$ cat config.mk
export PLATFORM = sky130hd
export DESIGN_NAME = mem_stage
export DESIGN_NICKNAME = d
export VERILOG_FILES = /design/src/hdl/lsu_pkg.sv /design/src/hdl/mem_stage.sv
export SDC_FILE = /design/constraint.sdc
export NUM_CORES = 1
export LEC_CHECK = 0
export BUFFER_PORTS_ARGS = -buffer_cell sky130_fd_sc_hd__buf_4
export CORE_AREA = 2 2 102 104
export CTS_CLUSTER_SIZE = 25
export DETAILED_ROUTE_END_ITERATION = 6
export DIE_AREA = 0 0 104 106
export PLACE_DENSITY = 0.79
export SYNTH_ARGS = -nofsm -noshare
export SYNTH_HDL_FRONTEND = slang
export SYNTH_SLANG_ARGS = --single-unit
$ cat constraint.sdc
create_clock -name clk -period 8.6 [get_ports clk]
set_input_delay 1.29 -clock clk [delete_from_list [all_inputs] [get_ports clk]]
set_output_delay 1.29 -clock clk [all_outputs]
set_load 0.05 [all_outputs]
$ cat src/hdl/lsu_pkg.sv
package lsu_pkg;

    // basic data path types
    typedef logic [31:0] word_t;
    typedef logic [4:0]  reg_idx_t;
    typedef logic [3:0]  wmask_t;

    // operation carried by each item through the slice
    typedef enum logic [3:0] {
        op_alu,
        op_lb,
        op_lbu,
        op_lh,
        op_lhu,
        op_lw,
        op_sb,
        op_sh,
        op_sw
    } mem_op_t;

    // scratchpad defaults for word address width and response delay
    parameter int ram_addr_width_default = 8;
    parameter int ram_latency_default    = 2;

    // anything other than a plain add touches memory
    function automatic logic is_mem_op(mem_op_t op);
        return op != op_alu;
    endfunction

    function automatic logic is_store_op(mem_op_t op);
        return op inside {op_sb, op_sh, op_sw};
    endfunction

    function automatic logic is_load_op(mem_op_t op);
        return op inside {op_lb, op_lbu, op_lh, op_lhu, op_lw};
    endfunction

endpackage

$ cat src/hdl/mem_stage.sv
`timescale 1ns/1ps

module mem_stage #(
    parameter int ram_addr_width = lsu_pkg::ram_addr_width_default
) (
    input  logic                      clk,
    input  logic                      reset,
    input  logic                      ex_valid,
    input  lsu_pkg::mem_op_t          ex_op,
    input  lsu_pkg::word_t            ex_result,
    input  lsu_pkg::word_t            ex_store_data,
    input  lsu_pkg::reg_idx_t         ex_wreg,
    input  logic                      ex_wen,
    input  lsu_pkg::word_t            ex_pc,
    input  lsu_pkg::word_t            ram_rdata,
    input  logic                      ram_rvalid,
    input  logic                      ram_wdone,
    output logic                      mem_ready,
    output logic                      ram_en,
    output logic                      ram_we,
    output logic [ram_addr_width-1:0] ram_addr,
    output lsu_pkg::wmask_t           ram_wmask,
    output lsu_pkg::word_t            ram_wdata,
    output logic                      wb_valid,
    output lsu_pkg::mem_op_t          wb_op,
    output lsu_pkg::reg_idx_t         wb_wreg,
    output logic                      wb_wen,
    output lsu_pkg::word_t            wb_data,
    output lsu_pkg::word_t            wb_pc
);

    logic           access_done;
    logic           fire;
    logic [1:0]     lane;
    logic [7:0]     load_byte;
    logic [15:0]    load_half;
    lsu_pkg::word_t load_data;
    lsu_pkg::word_t result;

    assign lane = ex_result[1:0];

    // scratchpad request held as a level until the done pulse
    assign ram_en   = ex_valid & lsu_pkg::is_mem_op(ex_op);
    assign ram_we   = lsu_pkg::is_store_op(ex_op);
    assign ram_addr = ex_result[ram_addr_width+1:2];

    assign access_done = ram_rvalid | ram_wdone;
    assign mem_ready   = ~ram_en | access_done;
    assign fire        = ex_valid & mem_ready;

    // store lane steering
    always_comb begin
        case (ex_op)
            lsu_pkg::op_sb: begin
                ram_wdata = {24'h0, ex_store_data[7:0]} << {lane, 3'b000};
                ram_wmask = 4'b0001 << lane;
            end
            lsu_pkg::op_sh: begin
                // half lane picked by bit 1 only
                if (lane[1]) begin
                    ram_wdata = {ex_store_data[15:0], 16'h0};
                    ram_wmask = 4'b1100;
                end else begin
                    ram_wdata = {16'h0, ex_store_data[15:0]};
                    ram_wmask = 4'b0011;
                end
            end
            default: begin
                ram_wdata = ex_store_data;
                ram_wmask = 4'b1111;
            end
        endcase
    end

    // load lane select and extension
    assign load_byte = ram_rdata[{lane, 3'b000} +: 8];
    assign load_half = lane[1] ? ram_rdata[31:16] : ram_rdata[15:0];

    always_comb begin
        case (ex_op)
            lsu_pkg::op_lb:  load_data = {{24{load_byte[7]}}, load_byte};
            lsu_pkg::op_lbu: load_data = {24'h0, load_byte};
            lsu_pkg::op_lh:  load_data = {{16{load_half[15]}}, load_half};
            lsu_pkg::op_lhu: load_data = {16'h0, load_half};
            default:         load_data = ram_rdata;
        endcase
    end

    // stores and alu ops both retire the sum
    assign result = lsu_pkg::is_load_op(ex_op) ? load_data : ex_result;

    always_ff @(posedge clk) begin
        if (reset) begin
            wb_valid <= 1'b0;
        end else begin
            wb_valid <= fire;
        end
    end

    // write-back slot pulses once per item
    always_ff @(posedge clk) begin
        if (fire) begin
            wb_op   <= ex_op;
            wb_wreg <= ex_wreg;
            wb_wen  <= ex_wen;
            wb_data <= result;
            wb_pc   <= ex_pc;
        end
    end

endmodule

==> results of run 1 <==
[cell usage after synthesis (2+ instances only)]
master | count | area share [%]
o21ai_0 | 20 | 2.4
a21oi_1 | 18 | 2.2
inv_1 | 18 | 1.6
buf_2 | 13 | 1.6
nor3_1 | 9 | 1.1
mux2i_1 | 11 | 2.7
a2bb2oi_1 | 8 | 1.7
nor2_1 | 29 | 2.6
edfxtp_1 | 74 | 54
a22oi_1 | 8 | 1.5
buf_6 | 3 | 0.82
o21bai_1 | 7 | 1.3
a211oi_1 | 8 | 1.5
a22o_1 | 15 | 3.2
buf_4 | 10 | 1.8
a222oi_1 | 8 | 1.9
nand2_1 | 41 | 3.7
mux4_2 | 6 | 3.3
or3_1 | 2 | 0.30
clkbuf_1 | 8 | 0.73
nand2b_1 | 3 | 0.45
nand3b_1 | 3 | 0.55
and2_1 | 10 | 1.5
nor2b_1 | 13 | 2.0
[power groups by stage]
stage	Clock (mW)	Combinational [mW]	Sequential, mW
after floorplan	0	0.136	0.588
after global placement	0	0.406	0.461
after detailed placement	0	0.411	0.463
after CTS	0.324	0.412	0.455
after global routing	0.336	0.430	0.458
final	0.317	0.412	0.454
[sequential cells by signal, indices dropped and copies added (netlist names)]
| register | count |
|---|---|
| wb_wreg | 5 |
| wb_data | 32 |
| wb_pc | 32 |
| wb_valid | 1 |
| wb_op | 4 |
| wb_wen | 1 |
[final cells by class]
| class | instances | area, sq um |
|---|---|---|
| Clock buffer | 11 | 131.4 |
| Clock inverter | 5 | 102.6 |
| Fill cell | 810 | 3684 |
| Inverter | 18 | 67.56 |
| Multi-Input combinational cell | 241 | 1613 |
| Sequential cell | 75 | 2242 |
| Tap cell | 136 | 170.2 |
| Timing Repair Buffer | 265 | 1989 |
[how the worst max path moves through the flow]
stage               cells past startpoint       endpoint  startpoint  slack, ps
CTS                                     6  ram_wdata[24]    ex_op[3]       3800
detailed placement                      6  ram_wdata[24]    ex_op[3]       3820
global route                            6  ram_wdata[24]    ex_op[2]       3530
global placement                        6  ram_wdata[24]    ex_op[3]       3930
finish                                  6  ram_wdata[24]    ex_op[3]       3780
floorplan                               5  ram_wdata[10]    ex_op[0]       4160
[through the flow]
stage	cells	util, %
floorplan	369	-
global placement	735	60.82
detailed placement	735	60.82
CTS	751	63.16
global route	751	63.16
finish	751	63.16
[cells by family after synthesis]
family | after synthesis | synth area share [%]
DFF | 75 | 54.29
muxes | 18 | 6.574
buffers and inverters | 53 | 6.695
AOI/OAI and AO/OA | 105 | 18.51
and+or+nand+nor | 117 | 13.72
xor gates and xnor gates | 1 | 0.2121
[routing by layer]
layer	up-vias	share of wire, %	GRT usage (%)
met5	-	0	0
met4	0	3.3	11.49
met3	34	10	8.890
met2	237	52	46.57
met1	1906	35	26.49
li1	1850	-	-
==> flow_summary_export.csv, run 1 <==
group,metric,value,unit
status,outcome,"complete, no violations",
yosys,synth_nets,512,
placement,dp_slack,3817,ps
pwr,p_int,0.7751,mW
pwr,switching_share,34.49,%
yosys,syn_avg_cell_area,11.19,sq um
floorplanning,coreArea,0.01000,sq mm
timing,fin_setup_tns,0,ps
timing,relSlewSlack,34.51,%
cts,cts_root_buf,"clkbuf_8",
floorplanning,ios,265,
cts,htree_levels,3,
pwr,peakVddDrop,77.54,uV
floorplanning,die_width,104,um
global_route,grt_pass1_vias,4080,
yosys,synth_edf_count,74,
drt,antenna_left,0,
cts,clock-sinks,75,
critical_path,cpLargestDelayFamily,"simple AND/OR/NAND/NOR gates",
yosys,async_reset_ff_share,0,%
timing,timing.fmax,0.2075,GHz
yosys,yosys_register_bits,75,
layout,final_common_cell,"buf_4",
timing,min_period,4820,ps
critical_path,path_cells,"buf_4 > nand3b_1 > nor2b_1 > a222oi_1 > inv_1 > buf_4",
worst_hold_path,min_from,"reset",
yosys,ys_seq_area_share,54.29,%
floorplanning,rows,37,
drt,drtPass1Iterations,5,
drt,finalWirelength,14.44,mm
yosys,synth_area,0.004130,sq mm
critical_path,slowest_delay,760,ps
placement,place.gp.congestion,0.8321,
critical_path,cp.arrival,3530,ps
timing,finalMaxSlewViolations,0,
global_route,grt_use_total,25.55,%
cts,cts_tree,"yes",
layout,area_growth,52.92,%
cts,cts.repair.resized,0,
drt,drt_iter0_markers,263,
cts,cts_buffers,9,
timing,finalHoldViolations,0,
floorplanning,die_area,0.01102,sq mm
drt,wire_per_inst,19.22,um
worst_hold_path,hold_end,"wb_valid",
pwr,netSwitchingPower,0.4081,mW
layout,design_area,0.006316,sq mm
pwr,power_density,187.3,mW/mm^2
yosys,ys.flop_type,"edfxtp_1",
floorplanning,die_h,106,um
critical_path,start_kind,"input pin",
drt,vias,4027,
pwr,p_clk_share,26.8,%
global_route,overflow,0,
layout,final_cell_mix,"buf_4, edfxtp_1, nand2_1",
cts,path_clk_slew,70,ps
layout,drive_gt1_share,47.64,%
timing,max_slew.worst_pin.slew,979.4,ps
floorplanning,start_util,41.30,%
cts,post_cts_buffers,0,
timing,setup_violations,0,
critical_path,critPathCaptureType,"output port",
placement,place_area,0.006082,sq mm
drt,drc,0,
critical_path,critPathKind,"input pin to output port",
global_route,grt_max_degree,76,
critical_path,cp_common_cell,"buf_4",
cts,cts_max_path_buffers,2,
critical_path,crit_slowest_cell,"nor2b_1",
drt,routed_via_density,5.362,
global_route,grt_pass1_wl,21.70,mm
timing,layout_setup_ws,3780,ps
placement,hpwl,11.11,mm
flow_run,maxCapViolations,0,
pwr,pwr-share-seq,38.4,%
timing,timing.hold.ws,1096,ps
yosys,synthesis.instances,369,
timing,finalCritPeriodShare,56.05,%
placement,io_buffers,264,
global_route,antenna_found_initial,0,
yosys,synth_warnings,0,
worst_hold_path,hold_depth,2,
pwr,p_comb_share,34.8,%
layout,final_nets,753,
pwr,finalPower,1.183,mW
critical_path,cp_data_required_time,7310,ps
yosys,yosysUniqueCellTypes,48,
layout,diodes,0,
critical_path,cp_num_buf_inv,3,
worst_hold_path,hold_path_class,"input pin to flip-flop",
timing,rsz0062_at_grt,"no",
critical_path,critical_path.max_fanout,27,
cts,ctsHoldBuffers,0,
pwr,p_leak,2.829,nW
Note: power is estimated with default switching activity, not from simulation.
==> inputs of run 2 (changes only) <==
- clock period: 8.6 -> 4.9 ns (I/O delays scaled with it)
==> flow_summary_export.csv, run 2 (synthesis gave the netlist of run 1 again) <==
group,metric,value,unit
timing,finalHoldViolations,0,
drt,wire_per_inst,19.25,um
layout,final_cell_mix,"buf_4, edfxtp_1, nand2_1",
global_route,grt_util_met1,26.22,%
timing,finalMaxSlewViolations,0,
placement,dp.cells,735,
global_route,grt_use_total,25.38,%
floorplanning,die_h,106,um
pwr,power_density,308.9,mW/mm^2
pwr,p_int,1.221,mW
worst_hold_path,min_from,"reset",
layout,final_common_cell,"buf_4",
drt,drt_iter0_markers,299,
critical_path,critPathKind,"input pin to output port",
floorplanning,die_area,0.01102,sq mm
layout,drive_gt1_share,47.32,%
status,outcome,"complete, no violations",
placement,place_area,0.006082,sq mm
layout,diodes,0,
cts,path_clk_slew,70,ps
pwr,p_leak,2.796,nW
pwr,peakVddDrop,153.1,uV
drt,drtPass1Iterations,5,
cts,htree_levels,3,
timing,max_slew.worst_pin.slew,1014,ps
cts,cts_root_buf,"clkbuf_8",
drt,antenna_left,0,
placement,dp_slack,1230,ps
drt,finalWirelength,14.46,mm
critical_path,critPathCaptureType,"output port",
drt,vias,3988,
critical_path,cp_common_cell,"buf_4",
timing,finalCritPeriodShare,76.68,%
worst_hold_path,hold_end,"wb_valid",
layout,area_growth,51.26,%
global_route,top_usage_layer,"met2",
drt,drc,0,
cts,post_cts_buffers,0,
global_route,grt_pass1_vias,3969,
global_route,grt_pass1_wl,21.34,mm
global_route,antenna_found_initial,0,
critical_path,slowest_delay,810,ps
timing,rsz0062_at_grt,"no",
cts,clock-sinks,75,
timing,setup_violations,0,
layout,largestRegisters,"wb_data x32, wb_pc x32, wb_wreg x5",
critical_path,start_kind,"input pin",
layout,design_area,0.006247,sq mm
placement,place.gp.congestion,0.8451,
placement,hpwl,11.15,mm
cts,cts_tree,"yes",
drt,routed_via_density,5.310,
global_route,overflow,0,
critical_path,cp_num_buf_inv,3,
pwr,finalPower,1.930,mW
floorplanning,ios,265,
worst_hold_path,hold_path_class,"input pin to flip-flop",
timing,layout_setup_ws,1143,ps
cts,ctsHoldBuffers,0,
cts,cts_buffers,9,
timing,fin_setup_tns,0,ps
critical_path,crit_slowest_cell,"nor2b_1",
critical_path,cp.arrival,3020,ps
pwr,p_comb_share,37.5,%
worst_hold_path,hold_depth,2,
timing,timing.hold.ws,532.9,ps
flow_run,maxCapViolations,0,
floorplanning,rows,37,
cts,cts.repair.resized,0,
pwr,pwr-share-seq,41.3,%
pwr,p_clk_share,21.1,%
placement,io_buffers,264,
global_route,grt.met3_usage,8.645,%
layout,fin_util,62.48,%
floorplanning,start_util,41.30,%
critical_path,critical_path.max_fanout,27,
global_route,met2_usage,47.93,%
critical_path,cp_data_required_time,4160,ps
critical_path,path_cells,"buf_4 > nand3b_1 > nor2b_1 > a222oi_1 > inv_1 > buf_4",
critical_path,cpLargestDelayFamily,"simple AND/OR/NAND/NOR gates",
floorplanning,die_width,104,um
timing,relSlewSlack,32.20,%
timing,min_period,3757,ps
floorplanning,coreArea,0.01000,sq mm
global_route,grt_max_degree,76,
layout,fin_cells,751,
pwr,switching_share,36.75,%
pwr,netSwitchingPower,0.7093,mW
cts,cts_max_path_buffers,2,
layout,final_nets,753,
timing,timing.fmax,0.2661,GHz
## run 2: changes by cell type in the layout (fill, tap and decap cells not counted), sizes merged
cell / before / now
bufinv: 3 / 0
clkbuf: 11 / 14
## run 2: worst max-delay path by stage
stage	from	end	slack, ps	depth (start not counted)
6_report	ex_op[3]	ram_wdata[24]	1140	6
5_1_grt	ex_op[3]	ram_wdata[26]	970	6
4_1_cts	ex_op[3]	ram_wdata[24]	1230	6
3_5_place_dp	ex_op[3]	ram_wdata[24]	1230	6
3_3_place_gp	ex_op[3]	ram_wdata[24]	1350	6
2_1_floorplan	ex_op[1]	wb_data[0]	1210	4
## run 2: cell type report
cell class              instances  area, sq um
inverters                      18        67.56
repair buffers                265         1989
clock buffers                  14        152.6
clock inverters                 2        12.51
well taps                     136        170.2
multi-input cells             241         1613
flip-flops and latches         75         2242
fillers                       819         3752
## run 2: power groups by stage
stage	combinational [mW]	clock, mW	sequential (mW)
2_1_floorplan	0.239	0	1.03
3_3_place_gp	0.713	0	0.809
3_5_place_dp	0.722	0	0.812
4_1_cts	0.725	0.416	0.798
5_1_grt	0.753	0.439	0.803
6_report	0.724	0.408	0.797
## run 2: metal layers
| metal | routed length, um | part of all wire [%] | vias up |
|---|---|---|---|
| li1 | - | - | 1848 |
| met4 | 352 | 2.4 | 0 |
| met1 | 4908 | 34 | 1878 |
| met3 | 1443 | 10 | 23 |
| met5 | 0 | 0 | - |
| met2 | 7753 | 54 | 239 |
