===== config.mk =====
export PLATFORM = sky130hd
export DESIGN_NAME = agu_stage
export DESIGN_NICKNAME = d
export VERILOG_FILES = /design/src/hdl/lsu_pkg.sv /design/src/hdl/agu_stage.sv
export SDC_FILE = /design/constraint.sdc
export NUM_CORES = 1
export LEC_CHECK = 0
export BUFFER_PORTS_ARGS = -buffer_cell sky130_fd_sc_hd__buf_4
export CORE_MARGIN = 2
export CORE_UTILIZATION = 35
export CTS_BUF_LIST = sky130_fd_sc_hd__clkbuf_16
export DETAILED_ROUTE_END_ITERATION = 8
export MAX_ROUTING_LAYER = met4
export PLACE_DENSITY_LB_ADDON = 0.12
export SLEW_MARGIN = 40
export SYNTH_ARGS = -nofsm -noshare
export SYNTH_HDL_FRONTEND = slang
export SYNTH_SLANG_ARGS = --single-unit

===== constraint.sdc =====
create_clock -name clk -period 4.5 [get_ports clk]
set_input_delay 0.225 -clock clk [delete_from_list [all_inputs] [get_ports clk]]
set_output_delay 0.225 -clock clk [all_outputs]
set_load 0.01 [all_outputs]

===== src/hdl/lsu_pkg.sv =====
package lsu_pkg;

    // basic data path types
    typedef logic [31:0] word_t;
    typedef logic [4:0]  reg_idx_t;
    typedef logic [3:0]  wmask_t;

    // operation carried by each item through the slice
    typedef enum logic [3:0] {
        op_alu,
        op_lb,
        op_lbu,
        op_lh,
        op_lhu,
        op_lw,
        op_sb,
        op_sh,
        op_sw
    } mem_op_t;

    // scratchpad defaults for word address width and response delay
    parameter int ram_addr_width_default = 8;
    parameter int ram_latency_default    = 2;

    // anything other than a plain add touches memory
    function automatic logic is_mem_op(mem_op_t op);
        return op != op_alu;
    endfunction

    function automatic logic is_store_op(mem_op_t op);
        return op inside {op_sb, op_sh, op_sw};
    endfunction

    function automatic logic is_load_op(mem_op_t op);
        return op inside {op_lb, op_lbu, op_lh, op_lhu, op_lw};
    endfunction

endpackage


===== src/hdl/agu_stage.sv =====
`timescale 1ns/1ps

module agu_stage (
    input  logic              clk,
    input  logic              reset,
    input  logic              issue_valid,
    input  lsu_pkg::mem_op_t  issue_op,
    input  lsu_pkg::word_t    issue_src1,
    input  lsu_pkg::word_t    issue_src2,
    input  lsu_pkg::word_t    issue_imm,
    input  lsu_pkg::reg_idx_t issue_wreg,
    input  logic              issue_wen,
    input  lsu_pkg::word_t    issue_pc,
    input  logic              mem_ready,
    output logic              issue_ready,
    output logic              ex_valid,
    output lsu_pkg::mem_op_t  ex_op,
    output lsu_pkg::word_t    ex_result,
    output lsu_pkg::word_t    ex_store_data,
    output lsu_pkg::reg_idx_t ex_wreg,
    output logic              ex_wen,
    output lsu_pkg::word_t    ex_pc
);

    logic           take;
    lsu_pkg::word_t operand_b;
    lsu_pkg::word_t sum;

    // free slot, or the held item leaves on this edge
    assign issue_ready = ~ex_valid | mem_ready;
    assign take        = issue_valid & issue_ready;

    // memory ops add the offset, alu ops add the second source
    assign operand_b = lsu_pkg::is_mem_op(issue_op) ? issue_imm : issue_src2;
    assign sum       = issue_src1 + operand_b;

    always_ff @(posedge clk) begin
        if (reset) begin
            ex_valid <= 1'b0;
        end else if (issue_ready) begin
            ex_valid <= issue_valid;
        end
    end

    always_ff @(posedge clk) begin
        if (take) begin
            ex_op         <= issue_op;
            ex_result     <= sum;
            // src2 rides along as the store value
            ex_store_data <= issue_src2;
            ex_wreg       <= issue_wreg;
            ex_wen        <= issue_wen;
            ex_pc         <= issue_pc;
        end
    end

endmodule


==> insert_results.sql, run 1 <==
INSERT INTO impl_metrics (metric_group, metric, value, unit) VALUES
('route', 'routedWlPerCell', '17.35', 'um'),
('cells_and_area', 'multi_input_area', '0.002130', 'mm2'),
('clock_tree', 'post_cts_resized', '0', ''),
('power', 'peakVddDrop', '157.8', 'uV'),
('clock_tree', 'cts_buffer_count', '9', ''),
('timing', 'worst_pin_slew', '0.5932', 'ns'),
('floorplanning', 'initial_cell_density_of_the_core', '35.67', '%'),
('logic_synthesis', 'synth.yosys.seq_area_share', '59.29', '%'),
('grt', 'first_global_vias', '4338', ''),
('cells_and_area', 'drive_above_1_share', '46.37', '%'),
('cells_and_area', 'antenna_cells', '0', ''),
('grt', 'grt_first_pass_wirelength', '22.11', 'mm'),
('setup_path', 'crit_path_buf_inv_count', '3', ''),
('clock_tree', 'cts.hold.buffers_added', '1', ''),
('timing', 'tcrit_tclk_final', '75.83', '%'),
('route', 'final_antenna_net_count', '0', ''),
('logic_synthesis', 'synth_largest_area_cell', 'sky130_fd_sc_hd__edfxtp_1', ''),
('timing', 'finalWorstPathRequiredPeriod', '3.412', 'ns'),
('logic_synthesis', 'post_synth_edffs', '106', ''),
('floorplanning', 'io-pin-count', '250', ''),
('clock_tree', 'cts_setup_buffers', '0', ''),
('min_path', 'timing.hold.worst.class', 'input pin to flip-flop', ''),
('setup_path', 'critical_path_cell_by_cell', 'buf_4, nor4_2, buf_12, mux2_2, ha_1, inv_1, fa_1, nor2b_1, o2111ai_1, a21o_1, a21oi_1, a41oi_1, o31ai_1, xnor2_1', ''),
('timing', 'setup-tns-final', '0', 'ns'),
('floorplanning', 'die_area', '0.01645', 'mm2'),
('logic_synthesis', 'synth_area_per_cell', '13.47', 'um2'),
('clock_tree', 'cts.root.buffer_cell', 'sky130_fd_sc_hd__clkbuf_16', ''),
('setup_path', 'critical-path-slowest-cell', 'sky130_fd_sc_hd__fa_1', ''),
('setup_path', 'max_stage_delay', '0.41', 'ns'),
('logic_synthesis', 'netlist_instances', '401', ''),
('logic_synthesis', 'synth_common_cells', '106 x sky130_fd_sc_hd__edfxtp_1, 34 x sky130_fd_sc_hd__ha_1, 32 x sky130_fd_sc_hd__a21oi_1', ''),
('route', 'routed_wirelength', '14.75', 'mm'),
('logic_synthesis', 'postSynth.asyncResetShare', '0', '%'),
('route', 'detail_route.first_pass.iterations', '4', ''),
('setup_path', 'path_delay_family', 'compound AO/OA/AOI/OAI gates', ''),
('power', 'cellPowerDensity', '338.3', 'mW/mm2'),
('logic_synthesis', 'ys_types', '49', ''),
('floorplanning', 'die_height', '128.2', 'um'),
('floorplanning', 'floorplan.core_area', '0.01515', 'mm2'),
('place', 'gp_congestion', '0.8209', ''),
('setup_path', 'end_kind', 'flip-flop', ''),
('timing', 'final-setup-viol-count', '0', ''),
('setup_path', 'critPathKind', 'input pin to flip-flop', ''),
('setup_path', 'critical_path_required', '4.60', 'ns'),
('logic_synthesis', 'synth_ff_type', 'sky130_fd_sc_hd__edfxtp_1', ''),
('route', 'num_vias', '4222', ''),
('setup_path', 'worst_path_maximum_fanout', '32', ''),
('run_status', 'outcome', 'finished, final reports clean', ''),
('floorplanning', 'core.rowCount', '45', ''),
('clock_tree', 'cts_max_level', '3', ''),
('timing', 'unrepaired_setup_endpoints_after_global_routing', 'no', ''),
('setup_path', 'timing.critical_path.arrival', '3.51', 'ns'),
('logic_synthesis', 'synth.ff_latch_count', '107', ''),
('route', 'number_of_drc_violations_after_detailed_routing', '0', ''),
('logic_synthesis', 'netlist_top_cells_area', 'sky130_fd_sc_hd__edfxtp_1 59%, sky130_fd_sc_hd__ha_1 7.9%, sky130_fd_sc_hd__mux2_2 6.5%, sky130_fd_sc_hd__xnor2_1 3.1%, sky130_fd_sc_hd__a21oi_1 3.0%', ''),
('clock_tree', 'clock_transition_at_the_register_clock_pins_on_the_worst_setup_and_hold_paths_after_cts', '0.08', 'ns'),
('grt', 'grt-ovfl-total', '0', ''),
('logic_synthesis', 'synthDominantCellAreaShare', '58.92', '%'),
('route', 'drt_iter0_markers', '187', ''),
('floorplanning', 'horizontal_extent_of_the_die', '128.2', 'um'),
('place', 'post-dp-hpwl', '11.47', 'mm'),
('clock_tree', 'deepest_clock_path_buffer_count', '2', ''),
('clock_tree', 'clock_tree_from_tritoncts', 'built', ''),
('grt', 'antenna_found_initial', '0', ''),
('logic_synthesis', 'yosys_warning_total', '0', ''),
('timing', 'maxClockFrequency', '293.1', 'MHz'),
('timing', 'clock_skew', '0.008076', 'ns'),
('timing', 'final-max-slew-violation-count', '0', ''),
('power', 'power.static_leakage', '3.340', 'nW'),
('flow_run', 'drv.max_cap_violation_count', '0', ''),
('place', 'portBuffers', '249', '');
cell families (layout without fill, tap and decap cells):
kind of cell    after synthesis  after routing  synth area share (%)
flops                       107            107                 59.29
compound gates              102            102                 13.02
simple gates                 76             76                 6.762
fa+ha+maj                    35             35                 8.245
mux                          34             34                 7.017
xor+xnor                     26             26                 4.215
buf+inv                      21            282                 1.459
power breakdown:
group / internal (mW) / switching (mW) / total [mW]
sequential: 1.21 / 0.0243 / 1.23
combinational: 0.318 / 0.309 / 0.627
clock: 0.391 / 0.398 / 0.789
total: 1.92 / 0.731 / 2.65
registers in the layout, summed over array words and instances (netlist names):
| signal | cells |
|---|---|
| ex_op | 4 |
| ex_wen | 1 |
| ex_valid | 1 |
| ex_wreg | 5 |
| ex_store_data | 32 |
| ex_pc | 32 |
| ex_result | 32 |
layout make-up:
class / instances / area share [%]
clock buffers: 9 / 2.879
clock inverters: 7 / 0.8636
inverters: 13 / 0.6237
multi-input cells: 273 / 27.22
flip-flops and latches: 107 / 40.94
well taps: 188 / 3.007
repair buffers: 253 / 24.47
routing by layer:
metal,up-vias,wire length [um],track usage (%)
met2,157,7644,31.16
met1,1992,5936,20.71
met3,12,984,3.715
met5,-,0,-
li1,2061,-,-
met4,0,184,7.046
cells in the final DEF (no fill, tap or decap), types with 2 or more instances in the layout:
cell type / synthesis / final
sky130_fd_sc_hd__o22ai_1: 2 / 2
sky130_fd_sc_hd__nor3_1: 6 / 6
sky130_fd_sc_hd__ha_1: 34 / 34
sky130_fd_sc_hd__and2_1: 4 / 3
sky130_fd_sc_hd__xnor2_1: 19 / 19
sky130_fd_sc_hd__inv_1: 13 / 13
sky130_fd_sc_hd__o21bai_1: 3 / 3
sky130_fd_sc_hd__a31oi_1: 4 / 4
sky130_fd_sc_hd__a21oi_1: 32 / 32
sky130_fd_sc_hd__o2111ai_1: 3 / 3
sky130_fd_sc_hd__xor2_1: 7 / 7
sky130_fd_sc_hd__a21o_1: 11 / 11
sky130_fd_sc_hd__clkbuf_16: 0 / 9
sky130_fd_sc_hd__nand2b_1: 4 / 4
sky130_fd_sc_hd__mux2_2: 31 / 31
sky130_fd_sc_hd__nor2b_1: 2 / 2
sky130_fd_sc_hd__a21boi_0: 4 / 4
sky130_fd_sc_hd__nand2_1: 29 / 29
sky130_fd_sc_hd__o41ai_1: 2 / 2
sky130_fd_sc_hd__nand4_1: 6 / 6
sky130_fd_sc_hd__nor3b_1: 2 / 2
sky130_fd_sc_hd__a211oi_1: 4 / 4
sky130_fd_sc_hd__o21a_1: 7 / 7
sky130_fd_sc_hd__inv_6: 0 / 3
sky130_fd_sc_hd__o21ai_0: 14 / 14
sky130_fd_sc_hd__buf_4: 0 / 251
sky130_fd_sc_hd__mux2i_1: 3 / 3
sky130_fd_sc_hd__and4_1: 2 / 2
sky130_fd_sc_hd__edfxtp_1: 106 / 106
sky130_fd_sc_hd__nor2_1: 16 / 16
sky130_fd_sc_hd__o211ai_1: 3 / 3
worst paths after layout:
| kind | slack (ns) | from | cells past startpoint | end |
|---|---|---|---|---|
| min | 0.04 | issue_pc[10] | 1 | ex_pc[10] |
| max reg2reg | 2.57 | ex_valid | 3 | ex_pc[25] |
| min reg2reg | 0.56 | ex_valid | 2 | ex_valid |
| max | 1.09 | issue_op[1] | 14 | ex_result[26] |
per-stage QoR:
stage / hold slack (ns) / cells / power (mW) / area (um2) / setup WS, ns
floorplan: 0.2941 / 401 / 1.586 / 5403 / 0.8938
CTS: 0.01907 / 850 / 2.686 / 7824 / 1.150
global route: 0.02471 / 850 / 2.772 / 7824 / 0.7430
finish: 0.03563 / 850 / 2.647 / 7824 / 1.088
global placement: 0.3806 / 833 / 1.877 / 7521 / 0.8405
detailed placement: 0.3857 / 833 / 1.884 / 7521 / 0.7739
Note: power is estimated with default switching activity, not from simulation.
==> run 2, diff against run 1 <==
==> constraint.sdc (replaced) <==
create_clock -name clk -period 3 [get_ports clk]
set_input_delay 0.15 -clock clk [delete_from_list [all_inputs] [get_ports clk]]
set_output_delay 0.15 -clock clk [all_outputs]
set_load 0.01 [all_outputs]
==> run 2 against run 1 <==
Compared with the run above:
- first-iteration DRC count grew 24%
- sequential share of layout area shrank 6.6 points
- non-clock buffer count grew 148
- combinational power grew 93%
- die area is the same
- total power grew 63%
- utilization grew 10 points
- worst hold slack gained 0.0068 ns
- critical endpoint is now ex_result[18]
- largest cell class is now non-clock buffers
==> insert_results.sql, run 2 (synthesis gave the netlist of run 1 again) <==
INSERT INTO impl_metrics (metric_group, metric, value, unit) VALUES
('cells_and_area', 'drive_above_1_share', '49.63', '%'),
('min_path', 'hold_path.startpoint', 'issue_valid', ''),
('floorplanning', 'floorplan.core_area', '0.01515', 'mm2'),
('place', 'number_of_cells_in_the_design_after_placement', '905', ''),
('cells_and_area', 'layout_commonest_cell', 'sky130_fd_sc_hd__buf_4', ''),
('timing', 'unrepaired_setup_endpoints_after_global_routing', 'yes', ''),
('clock_tree', 'clock_tree_from_tritoncts', 'built', ''),
('floorplanning', 'initial_cell_density_of_the_core', '35.67', '%'),
('run_status', 'outcome', 'finished, final reports clean', ''),
('cells_and_area', 'finish.cell_count_without_fillers', '998', ''),
('setup_path', 'worst_path_maximum_fanout', '9', ''),
('clock_tree', 'cts_max_level', '3', ''),
('timing', 'final.setup.worst_slack', '0.03865', 'ns'),
('power', 'peakVddDrop', '246.0', 'uV'),
('route', 'drt-vias-per-instance', '4.767', ''),
('cells_and_area', 'antenna_cells', '0', ''),
('power', 'cellPowerDensity', '463.4', 'mW/mm2'),
('grt', 'first_global_vias', '4930', ''),
('setup_path', 'worst_r2r_endpoint', 'ex_store_data[22]', ''),
('timing', 'finalHoldViolations', '0', ''),
('setup_path', 'worst-r2r-setup-slack', '1.45', 'ns'),
('clock_tree', 'cts_buffer_count', '9', ''),
('timing', 'finalWorstPathRequiredPeriod', '2.961', 'ns'),
('floorplanning', 'core.rowCount', '45', ''),
('route', 'detail_route.first_pass.iterations', '8', ''),
('min_path', 'timing.hold.worst.class', 'input pin to flip-flop', ''),
('route', 'number_of_drc_violations_after_detailed_routing', '0', ''),
('timing', 'worst_pin_slew', '0.4456', 'ns'),
('clock_tree', 'clk_lat_worst_skew', '0.35', 'ns'),
('place', 'post-dp-hpwl', '12.07', 'mm'),
('timing', 'final-max-slew-violation-count', '0', ''),
('flow_run', 'drv.max_cap_violation_count', '0', ''),
('setup_path', 'end_kind', 'flip-flop', ''),
('place', 'standard_cell_area_after_detailed_placement', '0.008109', 'mm2'),
('grt', 'grt-ovfl-total', '0', ''),
('grt', 'grt_first_pass_wirelength', '24.27', 'mm'),
('timing', 'maxClockFrequency', '337.7', 'MHz'),
('setup_path', 'r2r_start', 'ex_valid', ''),
('cells_and_area', 'final_core_util', '61.66', '%'),
('timing', 'tcrit_tclk_final', '98.71', '%'),
('setup_path', 'critical_path_required', '3.14', 'ns'),
('grt', 'grt_use_met3', '3.673', '%'),
('cells_and_area', 'stdcell_area', '0.009339', 'mm2'),
('route', 'final_antenna_net_count', '0', ''),
('clock_tree', 'clock_transition_at_the_register_clock_pins_on_the_worst_setup_and_hold_paths_after_cts', '0.08', 'ns'),
('cells_and_area', 'layout_top_registers', 'ex_pc (32), ex_result (32), ex_store_data (32)', ''),
('grt', 'grt.met2_usage', '36.55', '%'),
('setup_path', 'critPathKind', 'input pin to flip-flop', ''),
('cells_and_area', 'commonest_cells_after_routing_fill_and_taps_aside', '322 x sky130_fd_sc_hd__buf_4, 106 x sky130_fd_sc_hd__edfxtp_1, 75 x sky130_fd_sc_hd__dlygate4sd3_1', ''),
('power', 'power.total', '4.328', 'mW'),
('grt', 'antenna_found_initial', '0', ''),
('floorplanning', 'die_area', '0.01645', 'mm2'),
('place', 'gp_congestion', '0.8163', ''),
('setup_path', 'timing.critical_path.arrival', '3.10', 'ns'),
('min_path', 'min_delay_worst_endpoint', 'ex_valid', ''),
('grt', 'grtUsageMet1', '21.08', '%'),
('grt', 'grtUsageTotal', '19.63', '%'),
('cells_and_area', 'layout.nets', '982', ''),
('route', 'num_vias', '4757', ''),
('power', 'power.static_leakage', '4.053', 'nW'),
('clock_tree', 'cts.root.buffer_cell', 'sky130_fd_sc_hd__clkbuf_16', ''),
('timing', 'final-setup-viol-count', '0', ''),
('min_path', 'hold-path-cell-count', '3', ''),
('timing', 'clock_skew', '0.005259', 'ns'),
('floorplanning', 'die_height', '128.2', 'um'),
('floorplanning', 'horizontal_extent_of_the_die', '128.2', 'um'),
('grt', 'global_route.peak_usage_layer', 'met2', ''),
('place', 'place_ws', '-0.4586', 'ns'),
('setup_path', 'critPathLaunchType', 'input pin', ''),
('clock_tree', 'deepest_clock_path_buffer_count', '2', ''),
('cells_and_area', 'area_overhead_vs_synth', '72.86', '%'),
('route', 'drt_iter0_markers', '231', ''),
('setup_path', 'r2r.worst_path.cells', '3', ''),
('clock_tree', 'clock_sink_count', '107', ''),
('route', 'routedWlPerCell', '16.28', 'um'),
('grt', 'grt_max_degree', '62', ''),
('route', 'routed_wirelength', '16.25', 'mm'),
('place', 'portBuffers', '249', ''),
('setup_path', 'critical_path.startpoint', 'issue_op[2]', ''),
('floorplanning', 'io-pin-count', '250', ''),
('timing', 'timing.slew.headroom', '70.29', '%');
-- run 2: cell types whose count changed in the layout (fill, tap and decap cells not counted), moves of 3 or more --
cell / delta
sky130_fd_sc_hd__ha_4: +5
sky130_fd_sc_hd__a21oi_1: -3
sky130_fd_sc_hd__buf_4: +71
sky130_fd_sc_hd__ha_1: -5
sky130_fd_sc_hd__dlygate4sd3_1: +74
sky130_fd_sc_hd__o21ai_0: -6
sky130_fd_sc_hd__o21ai_1: +6
-- run 2: power breakdown --
part           internal, mW  switching (mW)
Sequential             1.81          0.0378
Combinational         0.677           0.536
Clock                 0.672           0.596
-- run 2: routing by layer --
metal | vias to the layer above | wire length [um]
met5 | - | 0
met4 | 0 | 238
met3 | 18 | 834
met2 | 164 | 8775
met1 | 2221 | 6400
li1 | 2354 | -
-- run 2: through the flow --
step	TNS (ns)	hold slack, ns
3_3_place_gp	-3.889	0.3042
6_report	0	0.04245
3_5_place_dp	-4.862	0.3104
5_1_grt	-0.2143	0.03306
2_1_floorplan	-0.2037	0.2191
4_1_cts	0	0.0001141
-- run 2: final cells by class --
type	instances	area, um2
fillers	1199	5807
repair buffers	401	3239
flip-flops and latches	107	3203
multi-input cells	273	2295
well taps	188	235.2
clock buffers	9	225.2
clock inverters	7	92.59
inverters	13	48.80
-- run 2: critical path, cell delays in order --
cell                       delay, ns
sky130_fd_sc_hd__buf_4          0.12
sky130_fd_sc_hd__nor4_4         0.27
sky130_fd_sc_hd__buf_4          0.19
sky130_fd_sc_hd__buf_12         0.14
sky130_fd_sc_hd__mux2_2         0.33
sky130_fd_sc_hd__ha_1           0.28
sky130_fd_sc_hd__a21o_1         0.19
sky130_fd_sc_hd__a21oi_1        0.24
sky130_fd_sc_hd__a21o_1         0.25
sky130_fd_sc_hd__a21oi_4        0.10
sky130_fd_sc_hd__o22ai_2        0.22
sky130_fd_sc_hd__or4b_1         0.47
sky130_fd_sc_hd__o311ai_1       0.14
-- run 2: timing repair --
action                                  in CTS  in global routing
hold endpoints to repair                    74                  1
pin swaps                                    0                  5
resized for setup                            6                 24
endpoints found under the setup margin       3                 14
buffers inserted                             0                  2
hold buffers                                74                  1
-- run 2: how the worst max path moves through the flow --
stage	cells past startpoint	to	slack, ns
floorplan	11	ex_result[29]	-0.11
global placement	13	ex_result[18]	-0.35
detailed placement	13	ex_result[18]	-0.46
CTS	13	ex_result[30]	0.01
global route	13	ex_result[18]	-0.12
finish	13	ex_result[18]	0.04
