### config.mk
export PLATFORM = sky130hd
export DESIGN_NAME = wb_regfile
export DESIGN_NICKNAME = d
export VERILOG_FILES = /design/src/hdl/lsu_pkg.sv /design/src/hdl/wb_regfile.sv
export SDC_FILE = /design/constraint.sdc
export NUM_CORES = 1
export LEC_CHECK = 0
export ABC_AREA = 0
export BUFFER_PORTS_ARGS = -buffer_cell sky130_fd_sc_hd__buf_2
export CAP_MARGIN = 10
export CORE_MARGIN = 8
export CORE_UTILIZATION = 40
export DETAILED_ROUTE_END_ITERATION = 8
export GPL_TIMING_DRIVEN = 0
export SETUP_SLACK_MARGIN = 0.15
export SLEW_MARGIN = 10
export SYNTH_ARGS = -nofsm -noshare
export SYNTH_HDL_FRONTEND = slang
export SYNTH_SLANG_ARGS = --single-unit
### constraint.sdc
create_clock -name clk -period 1.75 [get_ports clk]
set_input_delay 0.175 -clock clk [delete_from_list [all_inputs] [get_ports clk]]
set_output_delay 0.175 -clock clk [all_outputs]
set_load 0.01 [all_outputs]
### src/hdl/lsu_pkg.sv
package lsu_pkg;

    // basic data path types
    typedef logic [31:0] word_t;
    typedef logic [4:0]  reg_idx_t;
    typedef logic [3:0]  wmask_t;

    // operation carried by each item through the slice
    typedef enum logic [3:0] {
        op_alu,
        op_lb,
        op_lbu,
        op_lh,
        op_lhu,
        op_lw,
        op_sb,
        op_sh,
        op_sw
    } mem_op_t;

    // scratchpad defaults for word address width and response delay
    parameter int ram_addr_width_default = 8;
    parameter int ram_latency_default    = 2;

    // anything other than a plain add touches memory
    function automatic logic is_mem_op(mem_op_t op);
        return op != op_alu;
    endfunction

    function automatic logic is_store_op(mem_op_t op);
        return op inside {op_sb, op_sh, op_sw};
    endfunction

    function automatic logic is_load_op(mem_op_t op);
        return op inside {op_lb, op_lbu, op_lh, op_lhu, op_lw};
    endfunction

endpackage

### src/hdl/wb_regfile.sv
`timescale 1ns/1ps

module wb_regfile (
    input  logic              clk,
    input  logic              reset,
    input  logic              wb_valid,
    input  lsu_pkg::reg_idx_t wb_wreg,
    input  logic              wb_wen,
    input  lsu_pkg::word_t    wb_data,
    input  lsu_pkg::reg_idx_t rf_raddr,
    output lsu_pkg::word_t    rf_rdata
);

    lsu_pkg::word_t regs [0:31];
    logic           write;

    // register 0 stays hard zero
    assign write = wb_valid & wb_wen & (wb_wreg != 5'd0);

    always_ff @(posedge clk) begin
        if (reset) begin
            for (int i = 0; i < 32; i++) begin
                regs[i] <= '0;
            end
        end else if (write) begin
            regs[wb_wreg] <= wb_data;
        end
    end

    // asynchronous read
    assign rf_rdata = regs[rf_raddr];

endmodule

==> run_results.csv, run 1 <==
group,metric,value,unit
outcome,outcome,"complete, but fails checks",
outcome,failed_checks,"setup timing",
sta,rsz0062_at_grt,"yes",
sta,holdWs,0.0886,ns
clock_network,cts_buffers,108,
hold_path,min_from,"wb_wreg[2]",
sta,slew_viol_final,0,
synth,synth-seq-cells,1024,
synth,yosys-top-cells-count,"edfxtp_1 (1,024), and2_1 (993), mux2i_1 (512)",
clock_network,h-tree-depth,3,
floorplan,die_area,0.129,mm2
route,drc,0,
floorplan,pin_count,78,
global_routing,grt.overflow.total,0,
finish,largest_register,"regs",
global_routing,grt_util_all_layers,23.3,%
route,ant_nets,0,
clock_network,cts_tree,"done",
power_and_ir_drop,ir_worst_vdd,0.709,mV
placement,pre_cts_ws,-1.39,ns
finish,final_nets,3788,
finish,biggestRegsByFlops,"regs (1024)",
synth,synthArstFlopShare,0,%
flow_run,maxCapViolCount,0,
power_and_ir_drop,p_switching,13500,uW
synth,syn_area_per_cell,13.7,um2
synth,syn_inst,3450,
finish,largest_reg_flops,1024,
floorplan,die_h,359,um
power_and_ir_drop,pwr-share-seq,51.5,%
synth,ys_types,28,
route,drt-pass1-iter-count,5,
floorplan,die_w,359,um
power_and_ir_drop,clockPowerShare,39.3,%
sta,fin_ws,-0.602,ns
global_routing,antenna_found_initial,11,
worst_setup_path,worstPathRequired,1.57,ns
clock_network,ctsRootBufferMaster,"clkbuf_16",
route,vias,30000,
route,vias_per_cell,5.58,
synth,yosysSeqAreaShare,65.3,%
finish,drive_gt1_share,15.1,%
sta,setup_viol,32,
power_and_ir_drop,intPower,41900,uW
placement,dp_hpwl,105000,um
global_routing,grt_pass1_vias,29200,
finish,syn2layout_area_growth,16.4,%
worst_setup_path,critical_path_buf_inv_count,1,
worst_setup_path,critPathMaxStageDelay,0.38,ns
clock_network,clock_sinks,1024,
power_and_ir_drop,power_leakage,0.0205,uW
hold_path,holdPathStages,3,
clock_network,cts_buffer_depth,3,
route,totalWireLength,157000,um
synth,synth_area,0.0471,mm2
synth,yosysTopAreaCell,"edfxtp_1",
finish,fillers,10400,
synth,synth-edff-count,1024,
sta,tightest_slew,0.815,ns
hold_path,hp-class,"primary input to flop",
synth,synth.most_common_cell,"edfxtp_1",
worst_setup_path,start_kind,"flop",
synth,synth_top_area_share,65.3,%
sta,min_period,2.35,ns
sta,max_slew_margin,45.6,%
sta,fin_crit_sh,134,%
floorplan,core-area,0.117,mm2
worst_setup_path,cp-end-kind,"primary output",
sta,hold_viol,0,
placement,gp_congestion,0.867,
synth,ys.warnings.count,0,
global_routing,grt_max_degree,33,
global_routing,grt_pass1_wl,216000,um
worst_setup_path,worst-setup-path-type,"flop to primary output",
worst_setup_path,cp_slowest_cell,"edfxtp_1",
clock_network,clk_pin_slew,0.06,ns
sta,fmax,425,MHz
hold_path,worstHoldEndpoint,"regs[16][31]",
route,drt_iter0_markers,3550,
worst_setup_path,crit_family,"compound AO/OA/AOI/OAI gates",
power_and_ir_drop,combPwrFrac,9.1,%
worst_setup_path,cp_max_fo,1,
floorplan,start_util,40.1,%
synth,synth_area_leaders,"edfxtp_1 (65%), and2_1 (13%), mux2i_1 (11%)",
synth,synth-main-ff-cell,"edfxtp_1",
power_and_ir_drop,p_sw_share,24.3,%
worst_setup_path,cp_cell_sequence,"mux2i_1 -> a22o_2 -> nor3_4 -> a31oi_1 -> nand3_1 -> buf_2",
worst_setup_path,crit_arrival,2.18,ns
power_and_ir_drop,power-per-cell-area,1010,mW/mm2
floorplan,fp-row-count,126,
route,wl_per_cell,29.3,um
placement,io_buffers,74,
[layout make-up]
cell class / count / area, um2 / share of cell area (%)
Antenna cell: 5 / 12.5 / 0.0228
Buffer: 321 / 1730 / 3.16
Clock buffer: 139 / 2880 / 5.26
Clock inverter: 56 / 377 / 0.687
Multi-Input combinational cell: 2164 / 16100 / 29.3
Sequential cell: 1024 / 30700 / 56.1
Tap cell: 1536 / 1920 / 3.51
Timing Repair Buffer: 123 / 1050 / 1.92
[layout by cell type (no fill, tap or decap), types with 4 or more instances in the layout]
master | netlist | routed
nand3_1 | 98 | 63
dlygate4sd3_1 | 0 | 32
buf_6 | 8 | 37
a22oi_2 | 0 | 4
clkbuf_16 | 0 | 111
clkbuf_1 | 204 | 182
nand3_2 | 0 | 29
clkbuf_4 | 0 | 4
a31oi_1 | 32 | 22
a31oi_2 | 0 | 4
buf_12 | 0 | 12
bufinv_16 | 0 | 4
nor3_1 | 32 | 10
clkinv_2 | 0 | 14
buf_4 | 32 | 43
nor3_2 | 8 | 13
nor3_4 | 2 | 19
mux2i_1 | 512 | 507
a22o_1 | 64 | 53
nand3_4 | 1 | 7
a22o_2 | 0 | 11
mux2i_2 | 0 | 5
buf_2 | 46 | 85
clkbuf_2 | 25 | 69
diode_2 | 0 | 5
nand2_1 | 100 | 98
and2_1 | 993 | 993
a21oi_1 | 96 | 96
clkinv_1 | 0 | 31
conb_1 | 1 | 32
or2_4 | 0 | 55
buf_8 | 0 | 4
a31oi_4 | 0 | 6
edfxtp_1 | 1024 | 1024
nor2_4 | 1 | 19
or2_2 | 32 | 6
a22oi_1 | 96 | 92
[cells by family (layout without fill, tap and decap cells)]
logic type      count (synthesis)  in the layout  synth area share, %
flops                        1024           1024                 65.3
compound gates                288            288                 4.17
simple gates                 1303           1332                 16.5
buf+inv                       322            639                 3.14
mux                           512            512                 10.9
other cells                     1             37              0.00796
[layer usage]
metal  up-vias  routed length (um)  global-route usage [%]
met5         -                  57                       0
met4         8                7650                    9.78
met3       320               14600                    4.46
met2      1476               67600                    34.8
met1     15200               67300                    33.1
li1      13000                   -                       -
[power groups by stage]
stage	Clock, uW	Combinational, uW	Sequential [uW]
floorplan	0	2480	29000
global placement	0	4380	29000
detailed placement	0	4420	29100
CTS	21900	4950	28600
global route	22800	5260	28700
finish	21800	5060	28600
[worst max path at each step]
stage                           start            to  slack [ns]  cells past startpoint
after floorplan            wb_wreg[3]    regs[3][0]        0.14                      4
after global placement    rf_raddr[0]  rf_rdata[31]       -1.63                      9
after detailed placement  rf_raddr[0]   rf_rdata[1]       -1.39                      8
after CTS                 regs[7][12]  rf_rdata[12]       -0.59                      6
after global routing      regs[7][12]  rf_rdata[12]       -0.67                      6
final                     regs[7][12]  rf_rdata[12]       -0.60                      6
[through the flow]
stage          cell area, um2  setup TNS (ns)  power, uW  instances  util [%]
3_3_place_gp            49600        -1357.12      33400       5091      42.2
2_1_floorplan           47300               0      31500       3481         -
5_1_grt                 54800          -17.62      56700       5363      46.6
6_report                54800          -15.81      55400       5368      46.7
4_1_cts                 54600          -16.21      55400       5358      46.5
3_5_place_dp            49600        -1373.87      33500       5092      42.2
[repair_timing]
action                                  in CTS  in global routing
cloned                                      24                  5
resized for setup                          275                 43
pin swaps                                   48                 21
setup buffers                               16                  0
hold buffers                                32                  0
endpoints found under the hold margin       32                  0
endpoints found under the setup margin    1272                306
Power figures use the tool's default switching activity.
==> run 2: changes to the inputs <==
Settings changed: BUFFER_PORTS_ARGS -buffer_cell sky130_fd_sc_hd__buf_2 to not set, DONT_BUFFER_PORTS set to 1, GPL_TIMING_DRIVEN 0 to not set.
==> run_results.csv, run 2 (synthesis gave the netlist of run 1 again) <==
group,metric,value,unit
floorplan,die_h,359,um
route,ant_nets,0,
placement,dpl-instance-area,0.0508,mm2
flow_run,maxCapViolCount,0,
finish,most-common-layout-cells,"edfxtp_1 (1,024), and2_1 (992), mux2i_1 (509), buf_4 (149), clkbuf_16 (109)",
power_and_ir_drop,power-per-cell-area,1000,mW/mm2
outcome,failed_checks,"slew limit, setup timing",
placement,gp_congestion,0.785,
placement,dp_hpwl,76700,um
clock_network,h-tree-depth,3,
route,vias,27600,
global_routing,grt_pass1_wl,186000,um
global_routing,grt.overflow.total,0,
floorplan,pin_count,78,
power_and_ir_drop,combPwrFrac,8.4,%
clock_network,cts_buffers,107,
sta,setup_tns,-24.54,ns
clock_network,clk_pin_slew,0.06,ns
worst_setup_path,worstPathRequired,1.57,ns
finish,final_cell_area,0.0563,mm2
sta,max_slew_margin,-54.4,%
worst_setup_path,cp_max_fo,512,
route,drt-pass1-iter-count,6,
power_and_ir_drop,ir_worst_vdd,0.775,mV
clock_network,cts_tree,"done",
hold_path,hp-class,"primary input to flop",
floorplan,core-area,0.117,mm2
clock_network,ctsRootBufferMaster,"clkbuf_16",
sta,fmax,308,MHz
route,vias_per_cell,5.26,
global_routing,grt_util_all_layers,19.0,%
hold_path,min_from,"wb_wreg[4]",
sta,min_period,3.25,ns
placement,io_buffers,0,
worst_setup_path,start_kind,"primary input",
worst_setup_path,crit_arrival,3.07,ns
finish,largest_register,"regs",
power_and_ir_drop,clockPowerShare,41.1,%
global_routing,antenna_found_initial,2,
sta,fin_ws,-1.50,ns
power_and_ir_drop,power_leakage,0.0213,uW
floorplan,fp-row-count,126,
sta,slew_viol_final,204,
sta,setup_viol,32,
hold_path,holdPathStages,3,
power_and_ir_drop,p_sw_share,22.2,%
finish,syn2layout_area_growth,19.6,%
clock_network,clock_sinks,1024,
route,totalWireLength,126000,um
finish,drive_gt1_share,15.8,%
route,drc,0,
global_routing,grt_pass1_vias,27500,
floorplan,start_util,40.1,%
floorplan,die_w,359,um
sta,hold_viol,0,
global_routing,grt_max_degree,513,
outcome,outcome,"complete, but fails checks",
clock_network,cts_buffer_depth,3,
hold_path,worstHoldEndpoint,"regs[14][7]",
route,wl_per_cell,24.0,um
sta,tightest_slew,2.32,ns
worst_setup_path,worst-setup-path-type,"primary input to primary output",
power_and_ir_drop,intPower,44000,uW
sta,rsz0062_at_grt,"yes",
finish,final_nets,3669,
power_and_ir_drop,pwr-share-seq,50.5,%
finish,largest_reg_flops,1024,
power_and_ir_drop,p_switching,12600,uW
sta,holdWs,0.0670,ns
finish,layout_commonest_cell,"edfxtp_1",
route,drt_iter0_markers,2418,
finish,biggestRegsByFlops,"regs (1024)",
floorplan,die_area,0.129,mm2
sta,fin_crit_sh,186,%
worst_setup_path,cp-end-kind,"primary output",
## run 2: power groups by stage
stage	logic, uW	clock network, uW	registers [uW]
floorplan	2480	0	29000
global placement	3750	0	29000
detailed placement	3760	0	29100
CTS	4700	23700	28600
global route	5000	24600	28700
finish	4760	23300	28600
## run 2: final cells by class
cell class,count,area (um2)
Clock buffer,129,2800
Tap cell,1536,1920
Timing Repair Buffer,355,4320
Fill cell,10100,61100
Clock inverter,71,764
Sequential cell,1024,30700
Multi-Input combinational cell,2135,15700
Antenna cell,2,5.00
## run 2: worst max-delay path, cell delays in order
cell	delay [ns]
mux2i_1	0.98
a22oi_1	0.28
a31oi_4	0.23
buf_6	0.13
nand3_4	0.06
buf_6	0.13
## run 2: how the worst max path moves through the flow
stage / startpoint / end / slack (ns) / cells past startpoint
CTS: regs[7][26] / rf_rdata[26] / -0.65 / 8
floorplan: wb_wreg[3] / regs[3][0] / 0.14 / 4
finish: rf_raddr[1] / rf_rdata[2] / -1.50 / 6
detailed placement: rf_raddr[1] / rf_rdata[31] / -0.37 / 6
global placement: rf_raddr[1] / rf_rdata[31] / -0.44 / 6
global route: regs[7][29] / rf_rdata[29] / -0.68 / 8
## run 2: layer usage
layer  vias up  wire, um  global-route usage, %
met5         -         0                      0
li1      12700         -                      -
met1     13900     57600                   27.3
met2       786     57100                   29.4
met3       183      7540                   3.07
met4         0      3690                   5.74
## run 2: through the flow
step	setup slack (ns)	util, %	instances	total power (uW)
2_1_floorplan	0.141	-	3481	31500
3_3_place_gp	-0.440	43.2	4954	32800
3_5_place_dp	-0.371	43.2	4954	32800
4_1_cts	-0.655	47.8	5249	57000
5_1_grt	-0.677	47.9	5250	58300
6_report	-1.50	47.9	5252	56600
## run 2: timing repair
item,4_1_cts,5_1_grt
endpoints found under the hold margin,1851,0
resized for setup,98,26
pin swaps,45,41
setup endpoints to repair,32,39
buffers inserted,0,1
hold buffers,95,0
==> run 3: changes to the inputs <==
Settings changed: ABC_AREA 0 to 1, RECOVER_POWER set to 50.
==> run_results.csv, run 3 <==
group,metric,value,unit
sta,fmax,322,MHz
global_routing,grt_util_all_layers,21.6,%
synth,synth.most_common_cell,"nand2_1",
global_routing,grt_pass1_vias,33400,
power_and_ir_drop,p_total,55200,uW
sta,rsz0062_at_grt,"yes",
clock_network,cts_buffers,107,
finish,final_nets,4764,
worst_setup_path,crit_arrival,2.93,ns
global_routing,busiest_layer,"met2",
power_and_ir_drop,combPwrFrac,8.7,%
clock_network,clk_pin_slew,0.06,ns
finish,largest_register,"regs",
global_routing,grt_pass1_wl,209000,um
finish,biggestRegsByFlops,"regs (1024)",
synth,synth_top_area_share,67.0,%
sta,min_period,3.10,ns
worst_setup_path,cp-end-kind,"primary output",
clock_network,cts_buffer_depth,3,
power_and_ir_drop,clockPowerShare,39.6,%
finish,largest_reg_flops,1024,
clock_network,clock_sinks,1024,
finish,most-common-layout-cells,"nand2_1 (1,322), edfxtp_1 (1,024), nor2_1 (995), nand3_1 (705), nand2_2 (145)",
route,totalWireLength,139000,um
synth,ys_types,15,
synth,yosysTopAreaCell,"edfxtp_1",
finish,syn2layout_area_growth,16.0,%
global_routing,grt.overflow.total,0,
floorplan,pin_count,78,
power_and_ir_drop,pwr-share-seq,51.7,%
route,vias_per_cell,5.45,
floorplan,core-area,0.114,mm2
sta,slew_viol_final,305,
outcome,outcome,"complete, but fails checks",
floorplan,die_h,355,um
floorplan,start_util,40.2,%
placement,dp_cells,6102,
clock_network,post-cts-setup-buffers,0,
route,drc,0,
sta,max_slew_margin,-75.4,%
worst_setup_path,cp_max_fo,513,
clock_network,h-tree-depth,3,
synth,synthArstFlopShare,0,%
synth,synth_area,0.0459,mm2
placement,io_buffers,0,
outcome,failed_checks,"slew limit, setup timing",
sta,hold_viol,0,
power_and_ir_drop,p_sw_share,23.8,%
global_routing,antenna_found_initial,1,
placement,dp_hpwl,77700,um
worst_setup_path,worst-setup-path-type,"primary input to primary output",
global_routing,grt_use_met3,4.90,%
power_and_ir_drop,power_leakage,0.0209,uW
global_routing,grt_util_met1,30.2,%
synth,synth-edff-count,1024,
power_and_ir_drop,p_switching,13100,uW
synth,ys.warnings.count,0,
worst_setup_path,worstPathRequired,1.57,ns
synth,synth_area_leaders,"edfxtp_1 (67%), nand2_1 (12%), nand3_1 (8.4%)",
floorplan,die_w,355,um
sta,fin_crit_sh,177,%
synth,synth-main-ff-cell,"edfxtp_1",
synth,yosys-top-cells-count,"nand2_1 (1,504), edfxtp_1 (1,024), nor2_1 (993)",
finish,layout_commonest_cell,"nand2_1",
sta,tightest_slew,2.63,ns
clock_network,ctsRootBufferMaster,"clkbuf_16",
route,ant_nets,0,
route,wl_per_cell,22.0,um
synth,syn_area_per_cell,9.65,um2
floorplan,fp-row-count,124,
worst_setup_path,start_kind,"primary input",
finish,final_cell_count_no_fill,6321,
power_and_ir_drop,intPower,42100,uW
route,vias,34400,
finish,drive_gt1_share,12.5,%
route,drt_iter0_markers,3924,
route,drt-pass1-iter-count,6,
global_routing,grt_max_degree,514,
synth,synth-seq-cells,1024,
flow_run,maxCapViolCount,0,
finish,diodes,0,
clock_network,cts_tree,"done",
synth,yosysSeqAreaShare,67.0,%
global_routing,grtUsageMet2,33.3,%
power_and_ir_drop,power-per-cell-area,1040,mW/mm2
floorplan,die_area,0.126,mm2
hold_path,hp-class,"primary input to flop",
power_and_ir_drop,ir_worst_vdd,0.822,mV
synth,syn_inst,4757,
sta,setup_viol,32,
sta,fin_ws,-1.35,ns
placement,gp_congestion,0.818,
-- run 3: timing repair --
action                                 in CTS  in global routing
resized for setup                         160                 81
endpoints found under the hold margin     332                  0
pin swaps                                  66                 69
hold buffers                               19                  0
setup endpoints to repair                  32                 32
-- run 3: through the flow --
stage	util (%)	setup WS [ns]	setup TNS (ns)	hold WS, ns	area, um2
finish	46.7	-1.35	-41.12	0.0257	53200
detailed placement	43.5	-0.265	-30.98	0.297	49600
global route	46.7	-0.471	-14.14	0.0262	53200
CTS	47.0	-0.310	-7.07	0.000158	53600
global placement	43.5	-0.191	-20.48	0.296	49600
floorplan	-	0.0602	0	0.414	46600
-- run 3: layout make-up --
class | count | area, um2
fillers | 10600 | 60800
multi-input cells | 3311 | 14500
well taps | 1512 | 1890
clock inverters | 64 | 475
repair buffers | 232 | 2530
inverters | 42 | 180
clock buffers | 136 | 2850
flip-flops and latches | 1024 | 30700
-- run 3: cells by family (layout without fill, tap and decap cells) --
family	count (synthesis)	count (layout)	share of synthesized area, %
AND/OR/NAND/NOR	3278	3278	29.0
other	1	32	0.00817
AO/OA/AOI/OAI	1	1	0.0164
buffers and inverters	453	474	3.98
flip-flops	1024	1024	67.0
-- run 3: final timing paths --
kind | start | endpoint | slack, ns | cells after the start
max | rf_raddr[0] | rf_rdata[9] | -1.35 | 11
min | wb_data[24] | regs[24][24] | 0.03 | 3
-- run 3: routing by layer --
metal | routed length, um | share of wire, %
met2 | 63000 | 45
met4 | 4100 | 2.9
met5 | 0 | 0
met1 | 59100 | 42
met3 | 13000 | 9.4
-- run 3: worst max-delay path: stages --
cell and delay (ns):
clkinv_8 0.57, buf_12 0.22, buf_12 0.22, nand2_1 0.08, nand3_1 0.10, nand3_2 0.12
nand2_1 0.10, nand2_1 0.10, nand2_2 0.11, nand2_1 0.05, nand2_1 0.11
-- run 3: power by group through the flow --
stage / registers [uW] / logic (uW) / clock network, uW
4_1_cts: 28600 / 4760 / 22200
5_1_grt: 28700 / 5180 / 23100
6_report: 28600 / 4790 / 21900
3_3_place_gp: 29000 / 4470 / 0
2_1_floorplan: 29000 / 2920 / 0
3_5_place_dp: 29100 / 4510 / 0
